`config.mk`:
```
export PLATFORM = sky130hd
export DESIGN_NAME = bus_response
export DESIGN_NICKNAME = d
export VERILOG_FILES = /design/src/soc_bus_pkg.sv /design/src/bus_response.sv
export SDC_FILE = /design/constraint.sdc
export NUM_CORES = 1
export LEC_CHECK = 0
export BUFFER_PORTS_ARGS = -buffer_cell sky130_fd_sc_hd__clkbuf_2
export CAP_MARGIN = 30
export CORE_ASPECT_RATIO = 1.25
export CORE_MARGIN = 4
export CORE_UTILIZATION = 18
export DETAILED_ROUTE_END_ITERATION = 7
export MAX_ROUTING_LAYER = met4
export PLACE_DENSITY = 0.84
export SYNTH_ARGS = -nofsm -noshare
export SYNTH_HDL_FRONTEND = slang
export SYNTH_SLANG_ARGS = --single-unit
```
`constraint.sdc`:
```
create_clock -name sys_clk -period 1.45 [get_ports sys_clk]
set_input_delay 0.3625 -clock sys_clk [delete_from_list [all_inputs] [get_ports sys_clk]]
set_output_delay 0.3625 -clock sys_clk [all_outputs]
set_load 0.02 [all_outputs]
```
`src/soc_bus_pkg.sv`:
```
// Shared bus constants and types for the SoC bus fabric; imported by every RTL block
package soc_bus_pkg;

    // Bus geometry
    localparam int data_width = 16;
    localparam int addr_width = 19; // Word address, byte address bits 19:1

    // I/O port map (byte addresses)
    localparam logic [15:0] leds_port         = 16'hFFFE;
    localparam logic [15:0] boot_ctrl_port    = 16'hFFEC;
    localparam logic [15:0] timer_reload_port = 16'h0040;
    localparam logic [15:0] timer_ctrl_port   = 16'h0042;

    // Top 16 KB of the 1 MB space
    localparam logic [addr_width-1:0] boot_window_base = 19'h7E000;

    // Decoded I/O target
    typedef enum logic [1:0] {
        io_none,
        io_leds,
        io_boot_ctrl,
        io_timer
    } io_target_e;

    typedef enum logic {
        timer_idle,
        timer_counting
    } timer_state_e;

endpackage

```
`src/bus_response.sv`:
```
// Response stage; merges block acks and read data back onto the master port
`timescale 1ns/1ps

module bus_response (
    input  logic                               sys_clk,
    input  logic                               rst,
    input  logic                               default_sel,
    input  logic                               leds_ack,
    input  logic [soc_bus_pkg::data_width-1:0] leds_rdata,
    input  logic                               boot_ctrl_ack,
    input  logic [soc_bus_pkg::data_width-1:0] boot_ctrl_rdata,
    input  logic                               timer_ack,
    input  logic [soc_bus_pkg::data_width-1:0] timer_rdata,
    input  logic                               boot_ram_ack,
    input  logic [soc_bus_pkg::data_width-1:0] boot_ram_rdata,
    input  logic                               main_ram_ack,
    input  logic [soc_bus_pkg::data_width-1:0] main_ram_rdata,
    input  logic                               io_data_sel,
    output logic [soc_bus_pkg::data_width-1:0] data_m_data_in,
    output logic                               data_m_ack
);
    import soc_bus_pkg::*;

    logic                  default_ack;
    logic [data_width-1:0] io_data;
    logic [data_width-1:0] mem_data;

    // Unclaimed I/O still gets an ack, data stays 0
    always_ff @(posedge sys_clk) begin
        if (rst)
            default_ack <= 1'b0;
        else
            default_ack <= default_sel & ~default_ack;
    end

    // Idle blocks drive zero, so OR is enough
    assign io_data  = leds_rdata | boot_ctrl_rdata | timer_rdata;
    assign mem_data = boot_ram_rdata | main_ram_rdata;

    assign data_m_data_in = io_data_sel ? io_data : mem_data;
    assign data_m_ack     = leds_ack | boot_ctrl_ack | timer_ack | default_ack |
                            boot_ram_ack | main_ram_ack;

endmodule

```
==> qor_table.md <==
| Group | Parameter | Reported |
|:---|:---|:---|
| yosys | Number of enable-type register cells in the synthesized netlist | 0 |
| sta | Tmin final | 1.42 ns |
| worst hold path | Startpoint of the most critical hold path | default_ack |
| clock network | Postcts setup bufs | 0 |
| yosys | Synthesized netlist net count | 145 |
| clock network | Clock network latency to the later pin of the worst-skew pair | 0 ns |
| finish | Area used by multi-input combinational logic | 283 µm² |
| finish | Number of cells in the finished layout apart from fillers | 177 |
| yosys | Warnings, synthesis | 0 |
| grt | Maximum number of pins on one net before global-route repair | 33 |
| clock network | Worst-path clk slew | 0 ns |
| placement | Routability cong. | 0.673 |
| finish | Fraction of layout cells with a size suffix above 1 | 68.6% |
| yosys | Xor-xnor portion of the synthesized cell area | 0% |
| floorplan | Die span in x | 45.1 µm |
| pwr | Maximum ir drop on the vdd rail | 0.184 mV |
| yosys | Count of distinct cell types in the synthesized netlist | 9 |
| detailed routing | Total number of vias | 846 |
| floorplan | Core footprint | 0.00160 mm² |
| detailed routing | Iteration-0 DRC count of the detailed router | 3 |
| yosys | Mux share of post-synthesis cell area | 0% |
| detailed routing | Routed Wire Length | 2330 µm |
| setup path | Type of element launching the critical path | input port |
| worst hold path | Path category of the worst min-delay check | flop to flop |
| yosys | Mapped Area | 309 µm² |
| floorplan | Count of pins on the block boundary | 106 |
| finish | Largest register FFs | 1 |
| setup path | Launch point of the worst path | io_data_sel |
| yosys | Gate Count Post-Synth | 56 |
| grt | Via count of the first global-routing pass | 777 |
| grt | Number of antenna violations at the first check in global routing | 0 |
| yosys | Avg Synthesized Cell Area | 5.52 µm² |
| floorplan | Standard-cell row count | 16 |
| yosys | Number of register bits inferred by synthesis | 1 |
| floorplan | Die height | 54.3 µm |
| finish | Number of diodes | 0 |
| grt | First-pass GRT wire length | 2970 µm |
| floorplan | Floorplan die area | 0.00245 mm² |
| placement | Placed instance area | 850 µm² |
| sta | Final sum of negative setup slack | 0 ns |
| pwr | Leakage power | 0.500 nW |
| placement | Placed Cells | 177 |
| detailed routing | Routed length per placed instance | 13.2 µm |
| yosys | Cell types with the highest counts after synthesis | 32 x sky130_fd_sc_hd__nor3_1, 16 x sky130_fd_sc_hd__a21oi_1, 2 x sky130_fd_sc_hd__buf_6 |
| sta | Maximum clock rate | 0.705 GHz |
| grt | Total grt overflow | 0 |
| sta | Final-report hold violation count | 0 |
| sta | Final Cycle Share | 97.9% |
| yosys | Fraction of the mapped netlist area in simple logic gates | 58.7% |
| placement | Final HPWL DP | 2120 µm |
| setup path | Kind of end point of the critical path | output pin |
| yosys | Post-synthesis async set-or-reset flop share | 0% |
| yosys | Largest family of logic cells by synthesized area | simple AND/OR/NAND/NOR gates |
| finish | Layout Area Growth over Synthesis | 183% |
| sta | Measured slew at the worst slew-check pin | 0.255 ns |
| sta | Pins Over Slew Limit | 0 |
| yosys | Yosys top cell area share | 51.8% |
| grt | Global router's overall resource usage | 16.4% |
| detailed routing | Number of DRC violations after detailed routing | 0 |
| detailed routing | Via density | 4.78 |
| setup path | Arrival time at the worst endpoint | 1.06 ns |
| yosys | Main area contributors after synthesis | sky130_fd_sc_hd__nor3_1 52%, sky130_fd_sc_hd__a21oi_1 26%, sky130_fd_sc_hd__buf_6 7.3% |
| yosys | Post-Synth Adder-Cell Area | 0% |
| detailed routing | Antenna-violating nets left | 0 |
| placement | Count of input and output buffers | 105 |
| sta | Total setup violations reported at the end of the flow | 0 |
| setup path | Critical-path maximum fanout | 32 |
| finish | Net count of the finished layout | 250 |
| setup path | Type of the worst setup path | input port to output pin |
| sta | Final worst clock skew | 0 ns |
| pwr | Total power | 0.000272 W |
| sta | RSZ-0062 raised after global routing | yes |
| detailed routing | DRT Pass-1 Iters | 4 |
| finish | Post-route cell area | 873 µm² |
| finish | Filler Cells Inserted | 169 |
| finish | Area taken by flip-flops and latches | 20.0 µm² |
| finish | Largest registers in the final layout | default_ack (1) |
| yosys | Fraction of the mapped netlist area in compound gates | 25.9% |
| sta | Worst slew margin relative to its limit | 82.9% |
| setup path | Data required time of the critical path | 1.09 ns |
| yosys | Top_reg_cell synth | sky130_fd_sc_hd__dfxtp_1 |
| job | Count of max-cap constraint violations | 0 |
| setup path | Start of the worst register-to-register path | default_ack |
| outcome | Status | finished clean |
| yosys | Share of synthesized area occupied by flip-flops and latches | 6.48% |
| pwr | Power Dens Cells | 312 mW/mm² |
| floorplan | Initial core utilization | 19.3% |
| yosys | Cell type with the largest total area after synthesis | sky130_fd_sc_hd__nor3_1 |
| finish | Most flop-heavy register | default_ack |
| yosys | Most used standard cell by instance count after synthesis | sky130_fd_sc_hd__nor3_1 |
area by class of cell:
class | count | share of cell area [%]
timing repair buffer | 106 | 62.8
sequential | 1 | 2.29
multi-input combinational | 52 | 32.4
tap | 18 | 2.58
cells by family (layout without fill, tap and decap cells):
family / Yosys count / count (layout)
and+or+nand+nor: 36 / 36
AOI/OAI and AO/OA: 16 / 16
buffers and inverters: 3 / 106
DFF: 1 / 1
path summary, 6_finish.rpt:
check	slack, ns	cells past startpoint	end
max	0.03	5	data_m_data_in[10]
min	0.43	1	default_ack
max reg2reg	0.89	1	default_ack
min reg2reg	0.43	1	default_ack
metrics by stage:
step / hold slack [ns] / utilization (%) / setup slack, ns
after global routing: 0.445 / 54.5 / -0.0295
after global placement: 0.411 / 53.0 / -0.00515
after CTS: 0.430 / 53.4 / 0.0320
after floorplan: 0.396 / - / 0.218
after detailed placement: 0.429 / 53.0 / -0.0377
final: 0.425 / 54.5 / 0.0310
critical path, cell delays in order:
cell and delay (ns):
sky130_fd_sc_hd__clkbuf_2 0.10, sky130_fd_sc_hd__buf_12 0.16, sky130_fd_sc_hd__nor3_4 0.21, sky130_fd_sc_hd__a21oi_1 0.06, sky130_fd_sc_hd__clkbuf_2 0.16
what timing repair did:
action,in CTS,in global routing
resized for setup,1,7
hold buffers,0,0
endpoints found under the setup margin,1,10
cells in the final DEF, fill, tap and decap left out, drive strengths merged:
master  synthesis  routed
nand2           1       1
buf             3       4
clkbuf          0     102
nor3b           1       1
a21oi          16      16
nor3           32      32
dfxtp           1       1
nor4            1       1
nor2            1       1
metal layers:
layer	track usage, %	up-vias	share of wire (%)
met1	14.8	347	29
met3	1.64	0	16
met5	-	-	0
li1	-	424	-
met4	0	0	0
met2	36.8	75	55
power breakdown:
part           switching, W  leakage (nW)  internal (W)  total (W)
Sequential      0.000000916       0.00829     0.0000297  0.0000306
Clock                     0             0             0          0
Combinational      0.000113         0.492      0.000129   0.000242
Total              0.000114         0.500      0.000159   0.000272
Note: power is estimated with default switching activity, not from simulation.
