<file path="src/soc_bus_pkg.sv">
// Shared bus constants and types for the SoC bus fabric; imported by every RTL block
package soc_bus_pkg;

    // Bus geometry
    localparam int data_width = 16;
    localparam int addr_width = 19; // Word address, byte address bits 19:1

    // I/O port map (byte addresses)
    localparam logic [15:0] leds_port         = 16'hFFFE;
    localparam logic [15:0] boot_ctrl_port    = 16'hFFEC;
    localparam logic [15:0] timer_reload_port = 16'h0040;
    localparam logic [15:0] timer_ctrl_port   = 16'h0042;

    // Top 16 KB of the 1 MB space
    localparam logic [addr_width-1:0] boot_window_base = 19'h7E000;

    // Decoded I/O target
    typedef enum logic [1:0] {
        io_none,
        io_leds,
        io_boot_ctrl,
        io_timer
    } io_target_e;

    typedef enum logic {
        timer_idle,
        timer_counting
    } timer_state_e;

endpackage

</file>
<file path="src/io_decoder.sv">
// I/O port decoder; turns a master I/O access into one register block select
`timescale 1ns/1ps

module io_decoder (
    input  logic [soc_bus_pkg::addr_width-1:0] addr,
    input  logic                               access,
    input  logic                               d_io,
    output logic                               leds_sel,
    output logic                               boot_ctrl_sel,
    output logic                               timer_sel,
    output logic                               default_sel
);
    import soc_bus_pkg::*;

    logic [15:0] port;
    logic        io_active;
    io_target_e  target;

    assign port      = {addr[14:0], 1'b0}; // Back to a byte port address
    assign io_active = access & d_io;

    always_comb begin
        case (port)
            leds_port:         target = io_leds;
            boot_ctrl_port:    target = io_boot_ctrl;
            timer_reload_port: target = io_timer;
            timer_ctrl_port:   target = io_timer;
            default:           target = io_none;
        endcase
    end

    // Exactly one select per I/O access
    always_comb begin
        leds_sel      = 1'b0;
        boot_ctrl_sel = 1'b0;
        timer_sel     = 1'b0;
        default_sel   = 1'b0;

        if (io_active) begin
            case (target)
                io_leds:      leds_sel = 1'b1;
                io_boot_ctrl: boot_ctrl_sel = 1'b1;
                io_timer:     timer_sel = 1'b1;
                default:      default_sel = 1'b1; // Unmapped, acked by bus_response
            endcase
        end
    end

endmodule

</file>
<file path="config.mk">
export PLATFORM = sky130hd
export DESIGN_NAME = io_decoder
export DESIGN_NICKNAME = d
export VERILOG_FILES = /design/src/soc_bus_pkg.sv /design/src/io_decoder.sv
export SDC_FILE = /design/constraint.sdc
export NUM_CORES = 1
export LEC_CHECK = 0
export ABC_AREA = 1
export BUFFER_PORTS_ARGS = -buffer_cell sky130_fd_sc_hd__buf_2
export CAP_MARGIN = 10
export CORE_AREA = 2 2 39 41
export DETAILED_ROUTE_END_ITERATION = 10
export DIE_AREA = 0 0 41 43
export GPL_ROUTABILITY_DRIVEN = 0
export PLACE_DENSITY = 0.44
export SYNTH_ARGS = -nofsm -noshare
export SYNTH_HDL_FRONTEND = slang
export SYNTH_SLANG_ARGS = --single-unit
</file>
<file path="constraint.sdc">
create_clock -name vclk -period 1.7
set_input_delay 0.17 -clock vclk [all_inputs]
set_output_delay 0.17 -clock vclk [all_outputs]
set_load 0.02 [all_outputs]
</file>
==> qor.yml, run 1 <==
flow_run:
  maxCapViolCount: 0
timing:
  hold_viol_final: 0
  fin_setup_tns_ns: 0
  relSlewSlack_pct: 92.1
  setup-violations-final: 0
  rsz0062_at_grt: "no"
  finalCriticalPeriod_ns: 1.17
  fmax_ghz: 0.853
  worstMarginPinSlew_ns: 0.118
  period_share_pct: 69.0
  finalMaxSlewViolations: 0
route:
  drcViolationCount: 0
  top_layer_used: "met3"
  vias_per_cell: 3.69
  vias: 328
  drt-initial-drc-count: 3
  firstDrtPassIters: 2
  antenna_left: 0
  wire_per_inst_microns: 5.94
  wl_met2_microns: 232
  wirelength_microns: 529
  wl_met1_microns: 254
  met3_length_microns: 42
logic_synthesis:
  syn_inst: 52
  syn_area_sq_um: 216
  syn_area_per_cell_sq_um: 4.16
  yosys_warnings: 0
  yosysSeqAreaShare_pct: 0
  syn-num-nets: 73
  yosysUniqueCellTypes: 6
final_layout:
  nFillCells: 165
  utilization_pct: 24.7
  fin_area_sq_um: 342
  antenna_cells: 0
  multi_input_area_sq_um: 179
  fin_cells: 89
  drive_gt1_share_pct: 37.0
  area_delta_synth_final_pct: 57.8
  flops_and_latches: 0
  final-seq-area_sq_um: 0
  n_clock_buffer: 0
  nets: 96
global_routing:
  first_global_vias: 224
  grt.overflow.total: 0
  grt_antenna_before_repair: 0
  grt_max_degree: 5
  grt_pass1_wl_microns: 772
  grt_use_total_pct: 5.69
setup_path:
  worstPathBufferInverterCount: 2
  cp_num_cells: 9
  crit_path_end: "timer_sel"
  critPathMostFrequentCell: "nand2_1"
  critPathLaunchType: "input pin"
  path_cells: "buf_2 -> nor2_1 -> nand2_1 -> nor2_2 -> nand2_2 -> nand2_1 -> nand2_1 -> nor2_1 -> buf_2"
  crit_fanout: 4
  crit_type: "in -> out"
  critPathCaptureType: "output port"
  worstPathArrival_ns: 1.00
  cp.required_ns: 1.53
  max_stage_delay_ns: 0.16
  startpoint: "addr[11]"
  crit_family: "simple AND/OR/NAND/NOR gates"
  cp_slowest_cell: "buf_2"
place:
  placed_cell_area_sq_um: 342
  hpwl_microns: 513
  dp.cells: 89
  port_buffers: 21
floorplan:
  die_h_microns: 43
  fp-row-count: 14
  ios: 25
  core_sq_um: 1380
  die_area_sq_um: 1760
  fp.dieW_microns: 41
  initial_utilization_pct: 15.6
min_path:
  hp-class: "in -> out"
pwr:
  p_total_uw: 46.2
  p_per_area_nw_per_um2: 135
  max-vdd-ir-drop_mv: 0.0509
  power_leakage_nw: 0.239
clock_tree:
  cts.hold.buffers_added: 0
  post_cts_buffers: 0
  cts_resized: 0
status:
  status: "finished, final reports clean"
-- worst min-delay path by stage --
| stage | from | endpoint | slack [ns] | cells past startpoint |
|---|---|---|---|---|
| 3_3_place_gp | d_io | boot_ctrl_sel | 0.79 | 6 |
| 3_5_place_dp | d_io | boot_ctrl_sel | 0.78 | 6 |
| 5_1_grt | d_io | leds_sel | 0.84 | 6 |
| 6_report | d_io | boot_ctrl_sel | 0.78 | 6 |
| 4_1_cts | d_io | boot_ctrl_sel | 0.79 | 6 |
| 2_1_floorplan | d_io | boot_ctrl_sel | 0.57 | 4 |
-- synthesized netlist by cell type (all sizes together) --
library cell | instances | area share, %
nor2 | 19 | 39
nand2 | 18 | 32
inv | 10 | 17
nand3 | 5 | 12
-- logic make-up (layout without fill, tap and decap cells) --
kind of cell / Yosys count / count (layout) / synth area share [%]
simple gates: 42 / 42 / 82.7
buf+inv: 10 / 31 / 17.3
-- metal layers --
layer  vias to the layer above  global-route usage [%]
met1                       122                    8.54
met3                         0                       0
li1                        194                       -
met2                        12                    9.38
met5                         -                       0
met4                         0                       0
-- where the power goes --
group          internal (mW)  total, mW  switching (mW)
Sequential                 0          0               0
Combinational         0.0224     0.0462          0.0238
Clock                      0          0               0
-- cell usage in the layout, fill, tap and decap left out, drive strengths merged --
| cell | n |
|---|---|
| nand2 | 18 |
| nand3 | 5 |
| inv | 10 |
| buf | 21 |
| nor2 | 19 |
-- layout make-up --
class,instances,area share [%]
Tap cell,16,5.86
Multi-Input combinational cell,42,52.4
Timing Repair Buffer,21,30.8
Inverter,10,11.0
-- metrics by stage --
stage | hold slack (ns) | worst slack [ns]
after detailed placement | 0.785 | 0.502
after floorplan | 0.574 | 0.644
after global routing | 0.836 | 0.349
after global placement | 0.788 | 0.516
final | 0.778 | 0.527
after CTS | 0.787 | 0.502
Power figures use the tool's default switching activity.
==> inputs of run 2 (changes only) <==
ABC_AREA = 0   (was 1)
PLACE_DENSITY = 0.37   (was 0.44)
clock period = 0.9 ns   (was 1.7 ns; I/O delays follow)
==> qor.yml, run 2 <==
timing:
  fmax_ghz: 0.763
  holdWs_ns: 0.511
  period_share_pct: 146
  setup-violations-final: 4
  finalWorstSetupSlack_ns: -0.410
  worstMarginPinSlew_ns: 0.294
  finalCriticalPeriod_ns: 1.31
  finalMaxSlewViolations: 0
  fin_setup_tns_ns: -1.36
  rsz0062_at_grt: "yes"
  hold_viol_final: 0
  relSlewSlack_pct: 80.2
setup_path:
  crit_fanout: 3
  critPathMostFrequentCell: "buf_6"
  startpoint: "addr[2]"
  cp_num_cells: 5
  crit_path_end: "default_sel"
  cp_slowest_cell: "or4_4"
  crit_type: "in -> out"
  cp.required_ns: 0.81
  crit_family: "simple AND/OR/NAND/NOR gates"
  critPathLaunchType: "input pin"
  max_stage_delay_ns: 0.56
  worstPathArrival_ns: 1.22
  critPathCaptureType: "output port"
  worstPathBufferInverterCount: 2
  path_cells: "buf_6 -> nand4_1 -> or4_4 -> o2111a_2 -> buf_6"
final_layout:
  flops_and_latches: 0
  n_clock_buffer: 0
  layout_common_cells: "buf_2, buf_6, buf_4"
  fin_cells: 56
  final_common_cell: "buf_2"
  utilization_pct: 22.6
  fin_area_sq_um: 313
  area_delta_synth_final_pct: 178
  antenna_cells: 0
  drive_gt1_share_pct: 70.0
  final-seq-area_sq_um: 0
  nFillCells: 159
  nets: 63
min_path:
  hp-class: "in -> out"
pwr:
  p_total_uw: 99.6
  max-vdd-ir-drop_mv: 0.0956
  power_leakage_nw: 0.134
  p_sw_share_pct: 42.6
  p_int_uw: 57.1
  pwr-share-seq_pct: 0
  clockPowerShare_pct: 0
  p_comb_share_pct: 100.0
  power.switching_uw: 42.4
  p_per_area_nw_per_um2: 318
place:
  hpwl_microns: 544
  post-place-ws_ns: -0.445
  dp.cells: 56
  placed_cell_area_sq_um: 268
  port_buffers: 21
logic_synthesis:
  yosysSeqAreaShare_pct: 0
  syn_area_sq_um: 113
  syn_inst: 17
  synth_top_area_cell: "nand4_1"
  yosys_warnings: 0
  syn_area_per_cell_sq_um: 6.62
  synth_top_cells_by_area: "nand4_1, nor4_1, nor4_2"
  syn-num-nets: 38
  yosysUniqueCellTypes: 11
  yosysTopAreaCellShare_pct: 16.7
  synth_top_cells_by_count: "nand2_1, nand4_1, nor2_1, nor4_1"
global_routing:
  first_global_vias: 217
  grt.overflow.total: 0
  grt_max_degree: 4
  grt_antenna_before_repair: 0
  grt_use_total_pct: 6.69
  grt_pass1_wl_microns: 869
clock_tree:
  cts.hold.buffers_added: 0
route:
  wirelength_microns: 584
  vias_per_cell: 4.11
  drcViolationCount: 0
  firstDrtPassIters: 1
  wire_per_inst_microns: 10.4
  antenna_left: 0
  drt-initial-drc-count: 0
  vias: 230
status:
  violations: "negative setup slack"
  status: "finished, violations left"
floorplan:
  die_h_microns: 43
  initial_utilization_pct: 8.14
  fp-row-count: 14
  core_sq_um: 1380
  ios: 25
  die_area_sq_um: 1760
  fp.dieW_microns: 41
flow_run:
  maxCapViolCount: 0
==> run 2: cell types whose count changed in the layout (fill, tap and decap cells not counted), moves of 3 or more <==
cell | previous run | this run
inv_1 | 10 | 0
buf_2 | 21 | 13
buf_6 | 0 | 5
buf_4 | 0 | 5
nand3_1 | 5 | 1
nand4_1 | 0 | 3
nand2_1 | 17 | 3
nor2_1 | 14 | 2
nor2_2 | 5 | 0
==> run 2: cell type report <==
type | count | area (sq um) | share of cell area, %
Multi-Input combinational cell | 17 | 134 | 42.8
Tap cell | 16 | 20.0 | 6.40
Timing Repair Buffer | 23 | 159 | 50.8
==> run 2: cells by family after synthesis <==
| logic type | share of synthesized area, % |
|---|---|
| xor+xnor | 7.78 |
| simple gates | 82.2 |
| compound gates | 10.0 |
==> run 2: power groups by stage <==
stage	sequential [mW]	clock (mW)	combinational, mW
4_1_cts	0	0	0.0999
5_1_grt	0	0	0.109
2_1_floorplan	0	0	0.0216
3_3_place_gp	0	0	0.0862
3_5_place_dp	0	0	0.0836
6_report	0	0	0.0996
==> run 2: worst min-delay path by stage <==
stage	from	endpoint	slack (ns)	cells past startpoint
floorplan	addr[3]	boot_ctrl_sel	0.22	1
global placement	addr[0]	boot_ctrl_sel	0.51	3
detailed placement	addr[0]	boot_ctrl_sel	0.51	3
CTS	addr[0]	boot_ctrl_sel	0.51	3
global route	addr[0]	boot_ctrl_sel	0.52	3
finish	addr[0]	boot_ctrl_sel	0.51	3
==> run 2: routing by layer <==
| layer | wire, microns | GRT usage [%] | vias up |
|---|---|---|---|
| met5 | 0 | 0 | - |
| met3 | 99 | 0.524 | 0 |
| li1 | - | - | 118 |
| met2 | 199 | 8.75 | 21 |
| met4 | 0 | 0 | 0 |
| met1 | 285 | 12.0 | 91 |
==> run 2: what timing repair did <==
item / CTS / global route
setup buffers: 0 / 0
resized for setup: 10 / 0
endpoints found under the setup margin: 4 / 4
pin swaps: 6 / 2
endpoints found under the hold margin: 0 / 0
==> run 2: worst min-delay path: cells and delay by family <==
kind                   cells  cell delay (ns)
buffers and inverters      2             0.28
and+or+nand+nor            1             0.05
