===== src/soc_bus_pkg.sv =====
// Shared bus constants and types for the SoC bus fabric; imported by every RTL block
package soc_bus_pkg;

    // Bus geometry
    localparam int data_width = 16;
    localparam int addr_width = 19; // Word address, byte address bits 19:1

    // I/O port map (byte addresses)
    localparam logic [15:0] leds_port         = 16'hFFFE;
    localparam logic [15:0] boot_ctrl_port    = 16'hFFEC;
    localparam logic [15:0] timer_reload_port = 16'h0040;
    localparam logic [15:0] timer_ctrl_port   = 16'h0042;

    // Top 16 KB of the 1 MB space
    localparam logic [addr_width-1:0] boot_window_base = 19'h7E000;

    // Decoded I/O target
    typedef enum logic [1:0] {
        io_none,
        io_leds,
        io_boot_ctrl,
        io_timer
    } io_target_e;

    typedef enum logic {
        timer_idle,
        timer_counting
    } timer_state_e;

endpackage


===== src/interval_timer.sv =====
// Interval timer; prescaled reloadable down-counter with a sticky interrupt
`timescale 1ns/1ps

module interval_timer #(
    parameter int timer_prescale = 4
) (
    input  logic                              sys_clk,
    input  logic                              rst,
    input  logic                              sel,
    input  logic                              reg_sel,
    input  logic                              wr_en,
    input  logic [soc_bus_pkg::data_width-1:0] wdata,
    output logic [soc_bus_pkg::data_width-1:0] rdata,
    output logic                              ack,
    output logic                              intr
);
    import soc_bus_pkg::*;

    localparam int pw = (timer_prescale > 1) ? $clog2(timer_prescale) : 1;
    localparam logic [pw-1:0] prescale_last = pw'(timer_prescale - 1);

    timer_state_e          state;
    logic [data_width-1:0] reload;
    logic [data_width-1:0] count;
    logic [pw-1:0]         prescale;
    logic                  do_write;
    logic                  tick;
    logic                  enable;

    assign do_write = sel & ~ack & wr_en;
    assign enable   = state == timer_counting;
    assign tick     = enable && prescale == prescale_last;

    always_ff @(posedge sys_clk) begin
        if (rst) begin
            ack      <= 1'b0;
            state    <= timer_idle;
            reload   <= '0;
            count    <= '0;
            prescale <= '0;
            intr     <= 1'b0;
        end else begin
            ack <= sel & ~ack;

            if (enable)
                prescale <= tick ? '0 : prescale + 1'b1;

            if (tick) begin
                if (count == '0) begin
                    count <= reload; // Wrap and flag
                    intr  <= 1'b1;
                end else begin
                    count <= count - 1'b1;
                end
            end

            if (do_write && !reg_sel) begin
                reload   <= wdata;
                count    <= wdata; // Restart so count stays within reload
                prescale <= '0;
            end

            if (do_write && reg_sel) begin
                if (wdata[0] && state == timer_idle) begin
                    count    <= reload;
                    prescale <= '0;
                end
                state <= wdata[0] ? timer_counting : timer_idle;
                if (wdata[1])
                    intr <= 1'b0; // Clear beats a same-cycle set
            end
        end
    end

    always_comb begin
        rdata = '0;
        if (ack)
            rdata = reg_sel ? {{(data_width - 2){1'b0}}, intr, enable} : count;
    end

endmodule


===== config.mk =====
export PLATFORM = sky130hd
export DESIGN_NAME = interval_timer
export DESIGN_NICKNAME = d
export VERILOG_FILES = /design/src/soc_bus_pkg.sv /design/src/interval_timer.sv
export SDC_FILE = /design/constraint.sdc
export NUM_CORES = 1
export LEC_CHECK = 0
export BUFFER_PORTS_ARGS = -buffer_cell sky130_fd_sc_hd__buf_2
export CORE_UTILIZATION = 50
export CTS_CLUSTER_SIZE = 10
export DETAILED_ROUTE_END_ITERATION = 10
export PLACE_DENSITY_LB_ADDON = 0.15
export SYNTH_ARGS = -nofsm -noshare
export SYNTH_HDL_FRONTEND = slang
export SYNTH_SLANG_ARGS = --single-unit
export TNS_END_PERCENT = 10

===== constraint.sdc =====
create_clock -name sys_clk -period 1.77 [get_ports sys_clk]
set_clock_uncertainty 0.05 [all_clocks]
set_input_delay 0.0885 -clock sys_clk [delete_from_list [all_inputs] [get_ports sys_clk]]
set_output_delay 0.0885 -clock sys_clk [all_outputs]
set_load 0.03 [all_outputs]

==> results of run 1 <==
==> per-layer routing <==
metal  routed length, µm  up-vias  global-route usage (%)  share of wire (%)
met2                3380      117                    53.4                 46
li1                    -     1242                       -                  -
met4                  92        0                    8.93                1.3
met5                   0        -                       0                  0
met1                3290     1195                    42.1                 45
met3                 562       12                    7.57                7.7
==> power breakdown <==
| part | total (mW) | switching [mW] | internal, mW |
|---|---|---|---|
| Combinational | 0.622 | 0.334 | 0.288 |
| Sequential | 0.900 | 0.0343 | 0.866 |
| Clock | 0.584 | 0.304 | 0.280 |
| Total | 2.11 | 0.672 | 1.43 |
==> critical path, cell delays in order (launching register included) <==
cell     delay [ns]
dfxtp_4        0.37
nor4_4         0.30
buf_4          0.19
nand2_4        0.09
or4_4          0.49
a21oi_2        0.14
o41ai_1        0.08
==> final cells by class <==
class / instances / area, µm²
Clock buffer: 8 / 80.1
Inverter: 9 / 33.8
Fill cell: 341 / 1040
Tap cell: 50 / 62.6
Sequential cell: 37 / 759
Timing Repair Buffer: 99 / 668
Multi-Input combinational cell: 227 / 1500
==> layout by cell type, fill, tap and decap left out, types with 5 or more instances in the layout <==
cell and instances:
buf_4 57, nand2_1 42, buf_2 38, a21oi_1 30, dfxtp_1 28, nor2_1 19
and2_1 14, inv_1 9, nand3_1 9, or3_1 8, nor3_1 7, o22ai_1 7
a311oi_1 6, dfxtp_2 6, clkbuf_8 5
==> timing repair <==
| action | CTS | global route |
|---|---|---|
| pin swaps | 10 | 10 |
| endpoints found under the setup margin | 15 | 17 |
| gates resized for setup | 17 | 21 |
| hold buffers | 2 | 1 |
| buffers inserted | 1 | 2 |
| endpoints found under the hold margin | 2 | 1 |
==> flip-flops by register name, summed over array words and instances, names as in the netlist <==
name,cells
prescale,2
intr,1
ack,1
reload,16
enable,1
count,16
==> path summary, 6_finish.rpt <==
path | slack (ns) | depth (start not counted) | startpoint | to
worst max-delay path | -0.07 | 6 | count[14] | count[0]
worst min-delay path | -0.0009 | 3 | wdata[5] | reload[5]
worst max register to register | -0.07 | 6 | count[14] | count[0]
worst min register to register | 0.41 | 2 | reload[13] | reload[13]
==> stage by stage <==
stage	instance area, µm²	total power, mW	util (%)
2_1_floorplan	2230	1.20	-
3_3_place_gp	2840	1.45	68.4
3_5_place_dp	2840	1.45	68.4
4_1_cts	3010	2.04	72.6
5_1_grt	3100	2.17	74.9
6_report	3100	2.11	74.9
==> cell families after synthesis <==
family,count (synthesis),share of synthesized area (%)
AND/OR/NAND/NOR,141,34.6
AO/OA/AOI/OAI,78,23.4
flip-flops,37,33.2
buffers and inverters,27,4.88
multiplexers,5,2.30
adder cells (fa/ha/maj),3,1.68
==> results.ini, run 1 <==
[run_status]
status = complete, but fails checks
violations = hold timing, setup timing

[worst_setup_path]
cp-start-kind = flip-flop
worst-endpoint-arrival_ns = 1.95
crit_path_max_fanout = 7
worstPathRequired_ns = 1.88
end_kind = flip-flop
path_class = reg2reg

[sta]
hold_viol = 2
fin_setup_tns_ns = -0.213
drv_slew = 0
post-route-period-util_pct = 104
worst_pin_slew_ns = 0.420
slew_headroom_pct = 72.0
max_freq_ghz = 0.544
fin_ws_ns = -0.0678
setup_viol = 6
timing.hold.ws_ns = -0.000941
rsz0062_at_grt = yes
fin_crit_ns = 1.84

[place]
gp_congestion = 0.930
dpl.hpwl_um = 5430
dpl.cell_count = 416
pre_cts_ws_ns = -0.202
port-buffer-count = 38

[drt]
drt_iter0_drc = 223
drtAntennaViolNets = 0
drc = 0
via_per_inst = 5.97
vias = 2566
wl_per_cell_um = 17.0
routed_wirelength_um = 7320
drtPass1Iterations = 5

[logic_synthesis]
synth_commonest_cells = nand2_1, dfxtp_1, a21oi_1, nor2_1, and2_1
synthTopCellsByArea = dfxtp_1, nand2_1, a21oi_1
yosys_warnings = 0
synth_top_area_share_pct = 33.2
yosys.area.top_type = dfxtp_1
seq_area_frac_synth_pct = 33.2
synth-edff-count = 0
synth_most_common_cell = nand2_1
synth.net_count = 315
avgSynthCellArea_um2 = 7.67
syn_area_um2 = 2230
ys_types = 53
synthArstFlopShare_pct = 0
synth_flop_cell = dfxtp_1
synth_cells = 291
synth-seq-cells = 37

[cts]
cts.path.max_buffers = 2
cts.sinks = 37
cts_tree = built
cts_buffers = 5
clock_latency_ns = 0.29
cts.htree.levels = 2
root_buffer = clkbuf_8
clk_pin_slew_ns = 0.08

[floorplan]
initial_utilization_pct = 53.9
rows = 23
fp.dieH_um = 68.8
fp.dieArea_um2 = 4740
fp.dieW_um = 68.8
pin_count = 39
core_um2 = 4140

[global_routing]
grt.overflow.total = 0
antenna_found_initial = 0
grt_pass1_vias = 2270
grt_max_degree = 38
track_usage_pct = 32.4
grt_pass1_wl_um = 11000

[cells_and_area]
finalNetCount = 403
layout.cells.non_filler = 430
drive_gt1_share_pct = 37.6
antennaDiodeCount = 0
syn_to_final_growth_pct = 39.0

[power]
leakage_nw = 1.28
worst_ir_drop_vdd_mv = 0.532
p_per_area_nw_per_um2 = 679

[flow_run]
maxCapViolations = 0

[hold_path]
hold_path.class = in2reg

Power figures use the tool's default switching activity.
==> inputs of run 2 (changes only) <==
==> constraint.sdc (replaced) <==
create_clock -name sys_clk -period 1.77 [get_ports sys_clk]
set_clock_uncertainty 0.05 [all_clocks]
set_input_delay 0.354 -clock sys_clk [delete_from_list [all_inputs] [get_ports sys_clk]]
set_output_delay 0.354 -clock sys_clk [all_outputs]
set_load 0.03 [all_outputs]
==> run 2 against run 1 <==
Compared with the run above: the run ends with setup timing left; wire length up 0.57%; non-clock buffer count up 2; sequential power up 0.6%; die area unchanged; sequential share of layout area down 0.81 points; setup slack worse by 0.051 ns; global-route usage up 0.79 points; flip-flop and latch count unchanged; cell area up 2.2%; largest cell class unchanged.
==> results.ini, run 2 (synthesis gave the netlist of run 1 again) <==
[cts]
cts_buffers = 5
root_buffer = clkbuf_8
clk_pin_slew_ns = 0.07
cts_tree = built
clock_latency_ns = 0.29
cts.path.max_buffers = 2
cts.htree.levels = 2
cts.sinks = 37
ctsHoldBuffers = 0

[worst_setup_path]
crit_path_max_fanout = 4
max_stage_delay_ns = 0.38
worst-endpoint-arrival_ns = 2.00
crit_path_top_delay_cell = o41ai_2
cp-start-kind = flip-flop
path_cells = ha_2 > and2_4 > buf_4 > nand3_2 > o41ai_2 > a21oi_2 > a2111oi_4
end_kind = flip-flop
worstPathRequired_ns = 1.89
path_class = reg2reg

[drt]
routed_wirelength_um = 7360
top_layer = met4
dr_wl_met3_um = 470
via_per_inst = 6.01
met1_length_um = 3320
wl_met2_um = 3470
drtPass1Iterations = 6
drt_iter0_drc = 232
vias = 2591
wl_per_cell_um = 17.1
drtAntennaViolNets = 0
drc = 0

[power]
leakage_nw = 1.30
p_int_mw = 1.45
sw_frac_of_total_pct = 31.4
total_power_mw = 2.12
power.switching_mw = 0.665
clock_power_share_pct = 28.3
comb_power_share_pct = 29.0
p_per_area_nw_per_um2 = 668
worst_ir_drop_vdd_mv = 0.429
sequentialPowerShare_pct = 42.7

[sta]
rsz0062_at_grt = yes
timing.hold.ws_ns = 0.242
worst_pin_slew_ns = 0.342
slew_headroom_pct = 77.2
fin_crit_ns = 1.89
post-route-period-util_pct = 107
hold_viol = 0
fin_ws_ns = -0.119
max_freq_ghz = 0.530
setup_viol = 8
drv_slew = 0

[floorplan]
initial_utilization_pct = 53.9
pin_count = 39
rows = 23
fp.dieH_um = 68.8
fp.dieArea_um2 = 4740
core_um2 = 4140
fp.dieW_um = 68.8

[flow_run]
maxCapViolations = 0

[cells_and_area]
finalNetCount = 405
drive_gt1_share_pct = 39.1
layout_common_cells = buf_4, nand2_1, dfxtp_1, buf_2, a21oi_1
mostFrequentLayoutCell = buf_4
top_regs = count x16, reload x16, prescale x2
antennaDiodeCount = 0
syn_to_final_growth_pct = 42.1

[global_routing]
track_usage_pct = 33.2
grt_pass1_vias = 2346
grt.overflow.total = 0
grt_max_degree = 31
grt_pass1_wl_um = 11300
antenna_found_initial = 0

[run_status]
status = complete, but fails checks
violations = setup timing

[place]
gp_congestion = 0.944
port-buffer-count = 38
dpl.hpwl_um = 5500

[hold_path]
hold_path.class = in2reg

## run 2: cell types whose count changed in the layout (fill, tap and decap cells not counted), moves of 3 or more
cell,change
buf_2,-7
dfxtp_1,+3
nor3_4,+3
buf_4,+9
dlygate4sd3_1,-3
## run 2: path summary, 6_finish.rpt
path,from,end,slack (ns),depth (start not counted)
hold reg to reg,reload[13],reload[13],0.41,2
setup / recovery,prescale[1],count[13],-0.12,7
setup reg to reg,prescale[1],count[13],-0.12,7
hold / removal,wdata[1],intr,0.24,2
## run 2: layout make-up
type                            instances  area (µm²)
Multi-Input combinational cell        227        1540
Timing Repair Buffer                  101         701
Tap cell                               50        62.6
Inverter                                9        33.8
Sequential cell                        37         751
Fill cell                             334         972
Clock buffer                            7        86.3
## run 2: metrics by stage
step                cell area [µm²]  util, %  std cells  setup TNS, ns  setup slack [ns]
floorplan                      2230        -        291        -0.0710           -0.0710
global placement               2860     69.0        419          -1.29            -0.451
detailed placement             2860     69.0        419          -1.83            -0.401
CTS                            3080     74.2        430         -0.162           -0.0572
global route                   3170     76.5        431          -1.07            -0.182
finish                         3170     76.5        431         -0.312            -0.119
## run 2: power by group through the flow
stage | clock (mW) | sequential, mW | combinational [mW]
after floorplan | 0 | 0.918 | 0.283
after global placement | 0 | 0.915 | 0.517
after detailed placement | 0 | 0.917 | 0.517
after CTS | 0.612 | 0.904 | 0.559
after global routing | 0.644 | 0.908 | 0.659
final | 0.600 | 0.905 | 0.614
## run 2: critical path, delay by kind of cell (launching register included)
family	cells	cell delay, ns
simple gates	2	0.27
compound gates	3	0.81
fa+ha+maj	1	0.18
buf+inv	1	0.13
flops	1	0.33
## run 2: per-layer routing
metal,global-route usage [%],up-vias
met5,0,-
met1,44.4,1220
li1,-,1248
met4,9.18,0
met3,6.25,10
met2,54.3,113
## run 2: repair_timing
item,4_1_cts,5_1_grt
resized for setup,24,30
hold endpoints to repair,0,0
gates cloned,0,0
pin swaps,11,10
endpoints found under the setup margin,31,30
setup buffers,4,1
==> inputs of run 3 (changes only) <==
CELL_PAD_IN_SITES_DETAIL_PLACEMENT = 1   (was default)
CELL_PAD_IN_SITES_GLOBAL_PLACEMENT = 1   (was default)
CORE_MARGIN = 4   (was default)
CORE_UTILIZATION = 37   (was 50)
==> run 3 against run 2 <==
Compared with the run above: the flow still finishes with violations (setup timing); setup slack got worse by 0.088 ns; non-clock buffer count rose by 13; wire length rose by 36%; sequential share of layout area fell by 0.94 points; global-route usage fell by 6.4 points; register-to-register slack got worse by 0.09 ns; clock power rose by 2%; flip-flop and latch count did not move; utilization fell by 21 points.
==> results.ini, run 3 (synthesis gave the netlist of run 1 again) <==
[drt]
routed_wirelength_um = 10000
drtPass1Iterations = 4
drt_iter0_drc = 253
vias = 2785
drc = 0
drtAntennaViolNets = 0
wl_per_cell_um = 21.3
via_per_inst = 5.93

[worst_setup_path]
critPathLaunch = count[10]
cp-start-kind = flip-flop
crit_path_top_delay_cell = or4_4
path_class = reg2reg
crit_path_max_fanout = 4
end_kind = flip-flop
path_cells = or4_4 > or3_4 > buf_6 > nor2_4 > a221o_1 > o22ai_1
reg2reg_from = count[10]
max_stage_delay_ns = 0.57
worst-endpoint-arrival_ns = 2.10
rr_worst_depth = 6
worstPathRequired_ns = 1.89

[place]
gp_congestion = 1.00
port-buffer-count = 38
dpl.cell_count = 453
dpl.hpwl_um = 7030
dpl_cell_area_um2 = 2970

[cts]
ctsHoldBuffers = 0
cts.htree.levels = 2
cts.sinks = 37
clock_latency_ns = 0.30
clk_pin_slew_ns = 0.08
root_buffer = clkbuf_8
cts_tree = built
cts.path.max_buffers = 2
cts_buffers = 5

[sta]
worst_pin_slew_ns = 0.404
rsz0062_at_grt = yes
drv_slew = 0
fin_ws_ns = -0.207
setup_viol = 21
post-route-period-util_pct = 112
max_freq_ghz = 0.506
fin_crit_ns = 1.98
hold_viol = 0
slew_headroom_pct = 72.9

[global_routing]
track_usage_pct = 26.7
grt_pass1_vias = 2817
grt_pass1_wl_um = 15100
antenna_found_initial = 0
grt.overflow.total = 0
grt_max_degree = 28

[cells_and_area]
layout_common_cells = buf_4, nand2_1, a21oi_1, dfxtp_1, buf_2
top_regs = count x16, reload x16, prescale x2
drive_gt1_share_pct = 40.8
layout.cells.non_filler = 470
stdcell_area_um2 = 3300
finalNetCount = 418
mostFrequentLayoutCell = buf_4
syn_to_final_growth_pct = 47.8
final_util_pct = 56.0
antennaDiodeCount = 0

[power]
p_per_area_nw_per_um2 = 668
leakage_nw = 1.38
power.switching_mw = 0.762
comb_power_share_pct = 30.9
sw_frac_of_total_pct = 34.6
clock_power_share_pct = 27.8
p_int_mw = 1.44
total_power_mw = 2.20
sequentialPowerShare_pct = 41.3
worst_ir_drop_vdd_mv = 0.488

[hold_path]
hold_path.class = in2reg
whs_path_depth = 2
min_from = wdata[1]

[run_status]
violations = setup timing
status = complete, but fails checks

[floorplan]
fp.dieArea_um2 = 7340
core_um2 = 5890
initial_utilization_pct = 37.9
fp.dieH_um = 85.7
fp.dieW_um = 85.7
pin_count = 39
rows = 28

[flow_run]
maxCapViolations = 0

## run 3: changes by cell type in the layout (fill, tap and decap cells not counted), sizes merged
cell,previous run,this run
clkbuf,8,5
clkinv,0,2
buf,100,114
clkinvlp,0,1
## run 3: final cells by class
type,instances,area (µm²)
Clock buffer,5,68.8
Clock inverter,3,17.5
Sequential cell,37,749
Tap cell,75,93.8
Multi-Input combinational cell,227,1510
Timing Repair Buffer,114,825
Inverter,9,33.8
Fill cell,750,2590
## run 3: metal layers
layer  global-route usage (%)  vias up  share of wire [%]
met5                        0        -                  0
met4                     8.92        0                2.5
met3                     4.51       27                6.6
met2                     44.3      122                 49
met1                     35.3     1371                 42
li1                         -     1265                  -
## run 3: path summary, 6_finish.rpt
check / end / slack [ns]
setup / recovery: count[14] / -0.21
hold / removal: intr / 0.21
setup reg to reg: count[14] / -0.21
hold reg to reg: reload[9] / 0.42
## run 3: worst max-delay path, delay by kind of cell (launching register included)
family	cells	cell delay, ns
simple gates	3	1.06
flops	1	0.37
compound gates	2	0.23
buf+inv	1	0.14
## run 3: per-stage QoR
stage	hold WS (ns)	setup WS (ns)	TNS, ns
4_1_cts	0.203	-0.136	-0.873
3_5_place_dp	0.400	-0.334	-2.59
6_report	0.215	-0.207	-1.77
5_1_grt	0.213	-0.312	-4.29
2_1_floorplan	0.386	-0.0710	-0.0710
3_3_place_gp	0.395	-0.185	-1.19
## run 3: power by group through the flow
| stage | Clock [mW] | Sequential, mW | Combinational [mW] |
|---|---|---|---|
| floorplan | 0 | 0.918 | 0.283 |
| global placement | 0 | 0.919 | 0.535 |
| detailed placement | 0 | 0.922 | 0.550 |
| CTS | 0.624 | 0.907 | 0.613 |
| global route | 0.666 | 0.912 | 0.719 |
| finish | 0.612 | 0.909 | 0.681 |
## run 3: timing repair
item	CTS	global route
cloned	0	0
endpoints found under the setup margin	31	31
gates resized for setup	35	11
pin swaps	8	4
setup buffers	6	3
