--- config.mk ---
export PLATFORM = sky130hd
export DESIGN_NAME = leds_register
export DESIGN_NICKNAME = d
export VERILOG_FILES = /design/src/soc_bus_pkg.sv /design/src/leds_register.sv
export SDC_FILE = /design/constraint.sdc
export NUM_CORES = 1
export LEC_CHECK = 0
export CAP_MARGIN = 40
export CORE_AREA = 8 8 45 47
export DETAILED_ROUTE_END_ITERATION = 6
export DIE_AREA = 0 0 53 55
export DONT_BUFFER_PORTS = 1
export GPL_TIMING_DRIVEN = 0
export PLACE_DENSITY = 0.52
export SYNTH_ARGS = -nofsm -noshare
export SYNTH_HDL_FRONTEND = slang
export SYNTH_SLANG_ARGS = --single-unit
--- constraint.sdc ---
create_clock -name sys_clk -period 1.3 [get_ports sys_clk]
set_clock_uncertainty 0.2 [all_clocks]
set_input_delay 0.065 -clock sys_clk [delete_from_list [all_inputs] [get_ports sys_clk]]
set_output_delay 0.065 -clock sys_clk [all_outputs]
set_load 0.005 [all_outputs]
--- src/soc_bus_pkg.sv ---
// Shared bus constants and types for the SoC bus fabric; imported by every RTL block
package soc_bus_pkg;

    // Bus geometry
    localparam int data_width = 16;
    localparam int addr_width = 19; // Word address, byte address bits 19:1

    // I/O port map (byte addresses)
    localparam logic [15:0] leds_port         = 16'hFFFE;
    localparam logic [15:0] boot_ctrl_port    = 16'hFFEC;
    localparam logic [15:0] timer_reload_port = 16'h0040;
    localparam logic [15:0] timer_ctrl_port   = 16'h0042;

    // Top 16 KB of the 1 MB space
    localparam logic [addr_width-1:0] boot_window_base = 19'h7E000;

    // Decoded I/O target
    typedef enum logic [1:0] {
        io_none,
        io_leds,
        io_boot_ctrl,
        io_timer
    } io_target_e;

    typedef enum logic {
        timer_idle,
        timer_counting
    } timer_state_e;

endpackage

--- src/leds_register.sv ---
// LED output register on the I/O bus; written and read back by the CPU
`timescale 1ns/1ps

module leds_register #(
    parameter int num_leds = 8
) (
    input  logic                              sys_clk,
    input  logic                              rst,
    input  logic                              sel,
    input  logic                              wr_en,
    input  logic [soc_bus_pkg::data_width-1:0] wdata,
    output logic [soc_bus_pkg::data_width-1:0] rdata,
    output logic                              ack,
    output logic [num_leds-1:0]               leds
);
    import soc_bus_pkg::*;

    always_ff @(posedge sys_clk) begin
        if (rst) begin
            ack  <= 1'b0;
            leds <= '0;
        end else begin
            ack <= sel & ~ack; // One ack per access
            if (sel && !ack && wr_en)
                leds <= wdata[num_leds-1:0];
        end
    end

    always_comb begin
        rdata = '0;
        if (ack)
            rdata[num_leds-1:0] = leds;
    end

endmodule

==> impl_summary.log, run 1 <==
INFO  metric critPathTopFamily = flip-flops
INFO  metric postCtsSetupRepairBufs = 0
INFO  metric worst-setup-path-type = reg -> reg
INFO  metric timing.critical_path.from_type = register
INFO  metric globalRouteMet3Util = 0.0187
INFO  metric leakage = roughly 0.3 nW
INFO  metric diodes = 0
INFO  metric final_nets = between 90 and 100
INFO  metric delay_of_the_slowest_cell_on_the_worst_path = 380 ps
INFO  metric post-route-util = 0.500
INFO  metric clk_pin_slew = around 60 ps
INFO  metric grt_antenna_before_repair = 0
INFO  metric design_area = 692 µm²
INFO  metric grt_max_degree = 12
INFO  metric synth.distinct_cells = 10
INFO  metric area_growth_synth_to_finish = 34.2%
INFO  metric ff_latch_count_synth = 9
INFO  metric layout_cells_sized_above_1 = 0.280
INFO  metric drc = 0
INFO  metric cap_violations = 0
INFO  metric dpl_worst_slack = -48.8 ps
INFO  metric placedInstanceArea = 562 µm²
INFO  metric cts_buffer_depth = 2
INFO  metric rsz_0062_raised_after_global_routing = no
INFO  metric grt_most_used_layer = met2
INFO  metric cp_max_fo = 11
INFO  metric syn-instance-count = 54
INFO  metric wl_per_cell = 13.4 µm
INFO  metric hold_viol = 0
INFO  metric drtAntennaViolNets = 0
INFO  metric seqCellArea = 184 µm²
INFO  metric cp_data_required_time = 1290 ps
INFO  metric die_boundary_height = 55 µm
INFO  metric final.fill_count = 137
INFO  metric io-pin-count = 45
INFO  metric globalRouteTotalUtil = 0.0870
INFO  metric place_inst = 77
INFO  metric total_negative_slack_for_setup_checks = 0 ps
INFO  metric grt_first_pass_wirelength = between 1500 and 2000 µm
INFO  metric timing.final.setup_violations = 0
INFO  metric start_util = 0.373
INFO  metric netlist_area = 515 µm²
INFO  metric drt_pre_antenna_iters = 1
INFO  metric core_area = 0.00138 mm²
INFO  metric period_needed = 1210 ps
INFO  metric insertion_delay = 250 ps
INFO  metric finalWirelength = 1220 µm
INFO  metric holdCritPathClass = in -> reg
INFO  metric vdd_drop_max = roughly 0.57 mV
INFO  metric syn-mean-instance-area = 9.55 µm²
INFO  metric htreeDepth = 1
INFO  metric total_power = 616 µW
INFO  metric floorplan.die_area = 0.00292 mm²
INFO  metric synth.yosys.seq_area_share = 0.350
INFO  metric multi_input_logic_area = around 290 µm²
INFO  metric critical_path.n_buffers_inverters = 1
INFO  metric worstPathCellList = and3b_1, buf_6, mux2i_1
INFO  metric final_cells = a little over 90
INFO  metric grt_use_met2 = 0.150
INFO  metric tritoncts = done
INFO  metric setup_slack = ~94 ps
INFO  metric gp_routability_congestion = 0.619
INFO  metric cp-end-kind = register
INFO  metric grt_util_met1 = 0.0824
INFO  metric run_status = finished clean
INFO  metric critical_path_arrival = 1190 ps
INFO  metric avgViaCountPerCell = 4.19
INFO  metric timing.fmax = 0.829 GHz
INFO  metric yosys_warnings = 0
INFO  metric root_buffer_cell = clkbuf_4
INFO  metric power_per_unit_of_standard_cell_area = 890 mW/mm²
INFO  metric die-width = roughly 53 µm
INFO  metric slowest_stage = dfxtp_4
INFO  metric core.rowCount = 14
INFO  metric vias_in_the_first_global_route = roughly 400
INFO  metric final-max-slew-violation-count = 0
INFO  metric cts.sinks = 9
INFO  metric final.period_utilization = 0.928
INFO  metric number_of_clock_buffers_inserted_by_tritoncts = 3
INFO  metric io_buffer_count = 0
INFO  metric grt_overflow_total = 0
INFO  metric worst_hold_slack = 17.5 ps
INFO  metric routed-via-count = 381
INFO  metric drt_iter0_drc = 0
logic make-up (layout without fill, tap and decap cells):
logic type	Yosys count	count (layout)	synth area share
buf+inv	10	24	0.146
flops	9	9	0.350
mux	8	8	0.155
other cells	1	8	0.00727
simple gates	26	26	0.342
flip-flops by register name, summed over array words and instances, names as in the netlist:
signal,cells
leds,8
ack,1
timing repair:
action	4_1_cts	5_1_grt
setup endpoints to repair	10	1
gates cloned	0	0
hold buffers	10	0
endpoints found under the hold margin	9	0
gates resized for setup	1	1
metal layers:
layer | share of wire | up-vias
met4 | 0.024 | 0
met2 | 0.56 | 14
met3 | 0.073 | 2
met1 | 0.34 | 168
li1 | - | 197
met5 | 0 | -
final timing paths:
check,startpoint,end,slack (ps),cells after the start
setup / recovery,ack$_SDFF_PP0_,leds[0]$_SDFFE_PP0P_,90,3
setup reg to reg,ack$_SDFF_PP0_,leds[0]$_SDFFE_PP0P_,90,3
hold / removal,rst,ack$_SDFF_PP0_,20,2
hold reg to reg,ack$_SDFF_PP0_,ack$_SDFF_PP0_,300,1
Yosys cell counts, drive strengths merged:
library cell	number	area, µm²
and2	8	60.1
and3b	1	8.76
buf	9	71.3
clkbuf	1	3.75
conb	1	3.75
dfxtp	9	180
mux2i	8	80.1
nand2b	16	100
nor3b	1	7.51
cell usage in the layout (no fill, tap or decap), drive strengths merged:
cell / Yosys / layout
nor3b: 1 / 1
and2: 8 / 8
nand2b: 16 / 16
dlygate4sd3: 0 / 10
conb: 1 / 8
dfxtp: 9 / 9
and3b: 1 / 1
clkbuf: 1 / 5
buf: 9 / 9
mux2i: 8 / 8
worst register-to-register path, cell delays in order, from the launching register on:
cell     delay (ps)
dfxtp_4         380
and3b_1         230
buf_6           150
mux2i_1         180
report_power, final:
part | internal (mW) | switching [mW]
Sequential | 0.289 | 0.0157
Clock | 0.118 | 0.0945
Combinational | 0.0635 | 0.0346
Total | 0.471 | 0.145
cell type report:
| class | instances | share of cell area |
|---|---|---|
| well taps | 16 | 0.0289 |
| plain buffers | 10 | 0.108 |
| clock buffers | 4 | 0.0380 |
| repair buffers | 10 | 0.145 |
| multi-input cells | 42 | 0.414 |
| flip-flops and latches | 9 | 0.266 |
(Power assumes the default switching activity.)
==> run 2, diff against run 1 <==
==> config.mk (replaced) <==
export PLATFORM = sky130hd
export DESIGN_NAME = leds_register
export DESIGN_NICKNAME = d
export VERILOG_FILES = /design/src/soc_bus_pkg.sv /design/src/leds_register.sv
export SDC_FILE = /design/constraint.sdc
export NUM_CORES = 1
export LEC_CHECK = 0
export BUFFER_PORTS_ARGS = -buffer_cell sky130_fd_sc_hd__buf_2
export CAP_MARGIN = 40
export CORE_MARGIN = 8
export CORE_UTILIZATION = 36
export DETAILED_ROUTE_END_ITERATION = 6
export GPL_TIMING_DRIVEN = 0
export PLACE_DENSITY = 0.76
export SYNTH_ARGS = -nofsm -noshare
export SYNTH_HDL_FRONTEND = slang
export SYNTH_SLANG_ARGS = --single-unit
==> impl_summary.log, run 2 (synthesis gave the netlist of run 1 again) <==
INFO  metric regMostFlops = leds
INFO  metric worst_hold_slack = 131 ps (+114 ps)
INFO  metric cts.sinks = 9 (unchanged)
INFO  metric gp_routability_congestion = 0.763 (+23%)
INFO  metric insertion_delay = 250 ps (about the same)
INFO  metric total_negative_slack_for_setup_checks = 0 ps (unchanged)
INFO  metric design_internal_power = 494 µW (+5.0%)
INFO  metric leakage = 0.442 nW (+46%)
INFO  metric grt_max_degree = 12 (unchanged)
INFO  metric switchingPower = 151 µW (+4.5%)
INFO  metric floorplan.die_area = 0.00290 mm² (-0.56%)
INFO  metric biggestRegsByFlops = leds (8), ack (1)
INFO  metric finalWirelength = 1460 µm (+20%)
INFO  metric area_growth_synth_to_finish = 63.1%
INFO  metric timing.fmax = 0.812 GHz (-2.1%)
INFO  metric critical_path_arrival = 1210 ps (+20 ps)
INFO  metric period_needed = 1230 ps (+25.8 ps)
INFO  metric grt_antenna_before_repair = 0 (unchanged)
INFO  metric drt_iter0_drc = 1 (+1)
INFO  metric grt_overflow_total = 0 (unchanged)
INFO  metric core_area = 0.00132 mm² (-4.8%)
INFO  metric seqCellArea = 184 µm² (unchanged)
INFO  metric htreeDepth = 1 (unchanged)
INFO  metric drc = 0 (unchanged)
INFO  metric final.period_utilization = 0.948 (+0.0199)
INFO  metric post-route-util = 0.638 (+0.138)
INFO  metric power.share.combinational = 0.211 (+0.052)
INFO  metric clk_pin_slew = 60 ps (about the same)
INFO  metric cp-end-kind = register
INFO  metric switching_share = 0.234 (-0.000933)
INFO  metric diodes = 0 (unchanged)
INFO  metric final-max-slew-violation-count = 0 (unchanged)
INFO  metric run_status = finished clean
INFO  metric avgViaCountPerCell = 4.10 (-2.1%)
INFO  metric wl_per_cell = 12.2 µm (-8.6%)
INFO  metric multi_input_logic_area = 287 µm² (unchanged)
INFO  metric clk_network_pwr_share = 0.323 (-0.022)
INFO  metric cts_buffer_depth = 2 (unchanged)
INFO  metric die-width = 53.8 µm (+1.6%)
INFO  metric io-pin-count = 45 (unchanged)
INFO  metric cp_max_fo = 11 (unchanged)
INFO  metric rsz_0062_raised_after_global_routing = yes
INFO  metric routed-via-count = 488 (+28%)
INFO  metric final.fill_count = 129 (-5.8%)
INFO  metric layout_cells_sized_above_1 = 0.471 (+0.191)
INFO  metric number_of_clock_buffers_inserted_by_tritoncts = 3 (unchanged)
INFO  metric power_per_unit_of_standard_cell_area = 768 mW/mm² (-14%)
INFO  metric largest_register_ff_count = 8 (unchanged)
INFO  metric drt_pre_antenna_iters = 2 (+1)
INFO  metric die_boundary_height = 53.8 µm (-2.1%)
INFO  metric hold_viol = 0 (unchanged)
INFO  metric timing.critical_path.from_type = register
INFO  metric share_seq_of_total_power = 0.466 (-0.029)
INFO  metric root_buffer_cell = clkbuf_4
INFO  metric timing.final.setup_violations = 0 (unchanged)
INFO  metric layout_common_cells = buf_2 (28), nand2b_1 (16), dlygate4sd3_1 (11)
INFO  metric tritoncts = done
INFO  metric most_frequent_standard_cell_in_the_layout_excluding_fill_and_tap_cells = buf_2
INFO  metric dp_hpwl = 1000 µm
INFO  metric cp_data_required_time = 1280 ps (about the same)
INFO  metric globalRouteTotalUtil = 0.101 (+0.0143)
INFO  metric vdd_drop_max = 0.394 mV (-31%)
INFO  metric cap_violations = 0 (unchanged)
INFO  metric core.rowCount = 13 (-1)
INFO  metric io_buffer_count = 28 (+28)
INFO  metric worst-setup-path-type = reg -> reg
INFO  metric drtAntennaViolNets = 0 (unchanged)
INFO  metric vias_in_the_first_global_route = 523 (+31%)
INFO  metric ff2ff_setup_slack = 70 ps (-30 ps)
INFO  metric final_nets = 125 (+30%)
INFO  metric holdCritPathClass = in -> reg
INFO  metric start_util = 0.391 (+0.0187)
INFO  metric grt_first_pass_wirelength = 2240 µm (+24%)
-- run 2: final timing paths --
check	start	endpoint	cells after the start
max	ack$_SDFF_PP0_	leds[5]$_SDFFE_PP0P_	3
min	rst	ack$_SDFF_PP0_	3
max reg2reg	ack$_SDFF_PP0_	leds[5]$_SDFFE_PP0P_	3
min reg2reg	leds[0]$_SDFFE_PP0P_	leds[0]$_SDFFE_PP0P_	2
-- run 2: area by class of cell --
cell class | instances | area share
flip-flops and latches | 9 | 0.219
plain buffers | 10 | 0.0893
clock buffers | 4 | 0.0313
repair buffers | 39 | 0.298
well taps | 15 | 0.0223
multi-input cells | 42 | 0.341
-- run 2: timing repair --
item / CTS / global route
endpoints found under the hold margin: 9 / 0
buffers inserted: 0 / 0
endpoints found under the setup margin: 15 / 2
resized for setup: 1 / 1
hold buffers: 11 / 0
-- run 2: critical path: stages (launching register included) --
cell and delay, ps:
dfxtp_4 370, and3b_1 230, buf_6 160, mux2i_1 200
-- run 2: power by group through the flow --
stage                     Sequential, mW  Clock (mW)  Combinational [mW]
after floorplan                    0.307           0              0.0657
after global placement             0.307           0               0.107
after detailed placement           0.307           0               0.110
after CTS                          0.302       0.218               0.135
after global routing               0.303       0.230               0.151
final                              0.301       0.208               0.136
-- run 2: per-stage QoR --
stage | total power, mW | cell area (µm²) | std cells | setup WS (ps)
2_1_floorplan | 0.373 | 542 | 61 | 122
3_3_place_gp | 0.415 | 701 | 104 | 18.3
3_5_place_dp | 0.417 | 701 | 104 | -10.2
4_1_cts | 0.654 | 838 | 119 | 44.3
5_1_grt | 0.684 | 841 | 119 | -22.7
6_report | 0.646 | 841 | 119 | 68.0
-- run 2: per-layer routing --
| metal | vias up | part of all wire | track usage |
|---|---|---|---|
| met5 | - | 0 | 0 |
| met4 | 0 | 0 | 0.0252 |
| met3 | 0 | 0.14 | 0.0441 |
| met2 | 23 | 0.47 | 0.183 |
| met1 | 211 | 0.39 | 0.104 |
| li1 | 254 | - | - |
==> run 3, diff against run 2 <==
--- a/config.mk
+++ b/config.mk
@@ -8,10 +8,12 @@
 export BUFFER_PORTS_ARGS = -buffer_cell sky130_fd_sc_hd__buf_2
 export CAP_MARGIN = 40
 export CORE_MARGIN = 8
-export CORE_UTILIZATION = 36
+export CORE_UTILIZATION = 38
+export CTS_BUF_LIST = sky130_fd_sc_hd__clkbuf_8
+export CTS_CLUSTER_DIAMETER = 60
 export DETAILED_ROUTE_END_ITERATION = 6
 export GPL_TIMING_DRIVEN = 0
-export PLACE_DENSITY = 0.76
+export PLACE_DENSITY = 0.8
 export SYNTH_ARGS = -nofsm -noshare
 export SYNTH_HDL_FRONTEND = slang
 export SYNTH_SLANG_ARGS = --single-unit
==> constraint.sdc (replaced) <==
create_clock -name sys_clk -period 1.2 [get_ports sys_clk]
set_clock_uncertainty 0.2 [all_clocks]
set_input_delay 0.06 -clock sys_clk [delete_from_list [all_inputs] [get_ports sys_clk]]
set_output_delay 0.06 -clock sys_clk [all_outputs]
set_load 0.005 [all_outputs]
==> impl_summary.log, run 3 (synthesis gave the netlist of run 1 again) <==
INFO  metric run_status = finished with violations
INFO  metric failed_checks = setup timing
INFO  metric globalRouteMet3Util = 0.0313 (-0.0128)
INFO  metric start_util = 0.401 (+0.00991)
INFO  metric core_area = 0.00128 mm² (-2.5%)
INFO  metric cts.sinks = 9 (unchanged)
INFO  metric timing.final.setup_violations = 7 (+7)
INFO  metric setup_slack = -34.9 ps (-103 ps)
INFO  metric cp_max_fo = 7 (-4)
INFO  metric die-width = 52.8 µm (-1.9%)
INFO  metric reg2reg_to = leds[5]$_SDFFE_PP0P_
INFO  metric grt_util_met1 = 0.0947 (-0.00966)
INFO  metric ff2ff_setup_slack = -10 ps (-80 ps)
INFO  metric design_area = 901 µm² (+7.1%)
INFO  metric avgViaCountPerCell = 4.18 (+2.0%)
INFO  metric vias_in_the_first_global_route = 443 (-15%)
INFO  metric placedInstanceArea = 701 µm² (unchanged)
INFO  metric grt_first_pass_wirelength = 1890 µm (-16%)
INFO  metric insertion_delay = 230 ps (-20 ps)
INFO  metric multi_input_logic_area = 290 µm² (+1.3%)
INFO  metric ff2ff_path_depth = 3 (unchanged)
INFO  metric cp_data_required_time = 940 ps (-340 ps)
INFO  metric io-pin-count = 45 (unchanged)
INFO  metric drt_iter0_drc = 6 (+5)
INFO  metric area_growth_synth_to_finish = 74.8%
INFO  metric grt_most_used_layer = met2
INFO  metric grt_overflow_total = 0 (unchanged)
INFO  metric hold-path-endpoint = ack$_SDFF_PP0_
INFO  metric diodes = 0 (unchanged)
INFO  metric final.period_utilization = 1.03
INFO  metric largest_register_ff_count = 8 (unchanged)
INFO  metric biggestRegsByFlops = leds (8), ack (1)
INFO  metric hold_viol = 0 (unchanged)
INFO  metric cap_violations = 0 (unchanged)
INFO  metric leakage = 0.469 nW (+6.1%)
INFO  metric drc = 0 (unchanged)
INFO  metric most_frequent_standard_cell_in_the_layout_excluding_fill_and_tap_cells = buf_2
INFO  metric drtAntennaViolNets = 0 (unchanged)
INFO  metric floorplan.die_area = 0.00279 mm² (-3.7%)
INFO  metric final-max-slew-violation-count = 0 (unchanged)
INFO  metric htreeDepth = 1 (unchanged)
INFO  metric root_buffer_cell = clkbuf_8
INFO  metric gp_routability_congestion = 0.668 (-12%)
INFO  metric critical_path_arrival = 970 ps (-240 ps)
INFO  metric dpl_worst_slack = -89.4 ps (-79.3 ps)
INFO  metric io_buffer_count = 28 (unchanged)
INFO  metric regMostFlops = leds
INFO  metric hold-path-cell-count = 3 (unchanged)
INFO  metric grt_max_degree = 12 (unchanged)
INFO  metric die_boundary_height = 52.8 µm (-1.9%)
INFO  metric core.rowCount = 13 (unchanged)
INFO  metric wl_per_cell = 11.4 µm (-7.1%)
INFO  metric final_cells = 121 (+1.7%)
INFO  metric routed-via-count = 506 (+3.7%)
INFO  metric seqCellArea = 184 µm² (unchanged)
INFO  metric rsz_0062_raised_after_global_routing = yes
INFO  metric grt_antenna_before_repair = 0 (unchanged)
INFO  metric critical_path.reg2reg.startpoint = ack$_SDFF_PP0_
INFO  metric power_per_unit_of_standard_cell_area = 913 mW/mm² (+19%)
INFO  metric finalWirelength = 1380 µm (-5.5%)
INFO  metric final.fill_count = 107 (-17%)
INFO  metric layout_common_cells = buf_2 (25), nand2b_1 (16), dlygate4sd3_1 (11)
INFO  metric place_inst = 104 (unchanged)
INFO  metric drt_pre_antenna_iters = 4 (+2)
INFO  metric clk_pin_slew = 50 ps (about the same)
INFO  metric number_of_clock_buffers_inserted_by_tritoncts = 3 (unchanged)
INFO  metric globalRouteTotalUtil = 0.0889 (-0.0125)
INFO  metric worst-setup-path-type = reg -> out
INFO  metric worstHoldStart = rst
INFO  metric timing.fmax = 0.810 GHz
INFO  metric post-route-util = 0.701 (+0.0629)
INFO  metric final_nets = 127 (+1.6%)
INFO  metric grt_use_met2 = 0.141 (-0.0428)
INFO  metric cp-end-kind = output pin
INFO  metric tritoncts = done
INFO  metric timing.critical_path.from_type = register
INFO  metric dp_hpwl = 941 µm (-6.0%)
INFO  metric period_needed = 1230 ps
INFO  metric holdCritPathClass = in -> reg
INFO  metric cts_buffer_depth = 2 (unchanged)
INFO  metric layout_cells_sized_above_1 = 0.481 (+0.00998)
INFO  metric vdd_drop_max = 0.656 mV (+67%)
[run 3: critical path, cell delays in order (launching register included)]
cell and delay, ps:
dfxtp_4 360, buf_6 130, and2_4 150, buf_6 100
[run 3: layer usage]
layer | routed length [µm] | vias up
met3 | 179 | 2
met4 | 18 | 0
met1 | 550 | 223
met2 | 626 | 23
met5 | 0 | -
li1 | - | 258
[run 3: timing repair]
action,CTS,global route
gates resized for setup,2,9
hold buffers,11,0
setup buffers,0,2
hold endpoints to repair,9,0
endpoints found under the setup margin,16,10
[run 3: final cells by class]
| class | count | area share |
|---|---|---|
| Clock inverter | 1 | 0.00417 |
| Sequential cell | 9 | 0.204 |
| Multi-Input combinational cell | 42 | 0.322 |
| Clock buffer | 3 | 0.0458 |
| Tap cell | 15 | 0.0208 |
| Timing Repair Buffer | 41 | 0.319 |
| Buffer | 10 | 0.0833 |
[run 3: power breakdown]
part | leakage (nW) | internal (mW) | switching, mW | total, mW
clock | 0.0269 | 0.222 | 0.115 | 0.337
sequential | 0.0742 | 0.315 | 0.0122 | 0.327
combinational | 0.368 | 0.102 | 0.0554 | 0.158
[run 3: worst max path at each step]
stage | to | startpoint | slack (ps)
2_1_floorplan | leds[0]$_SDFFE_PP0P_ | ack$_SDFF_PP0_ | 20
3_3_place_gp | leds[3]$_SDFFE_PP0P_ | ack$_SDFF_PP0_ | -80
3_5_place_dp | leds[2]$_SDFFE_PP0P_ | ack$_SDFF_PP0_ | -90
4_1_cts | leds[2]$_SDFFE_PP0P_ | ack$_SDFF_PP0_ | -20
5_1_grt | leds[2]$_SDFFE_PP0P_ | ack$_SDFF_PP0_ | -80
6_report | rdata[7] | ack$_SDFF_PP0_ | -30
[run 3: metrics by stage]
stage | TNS [ps] | hold WS (ps) | total power [mW]
after detailed placement | -681 | 127 | 0.450
after floorplan | 0 | 14.7 | 0.404
after global placement | -590 | 124 | 0.449
final | -125 | 132 | 0.822
after global routing | -567 | 167 | 0.861
after CTS | -107 | 130 | 0.821
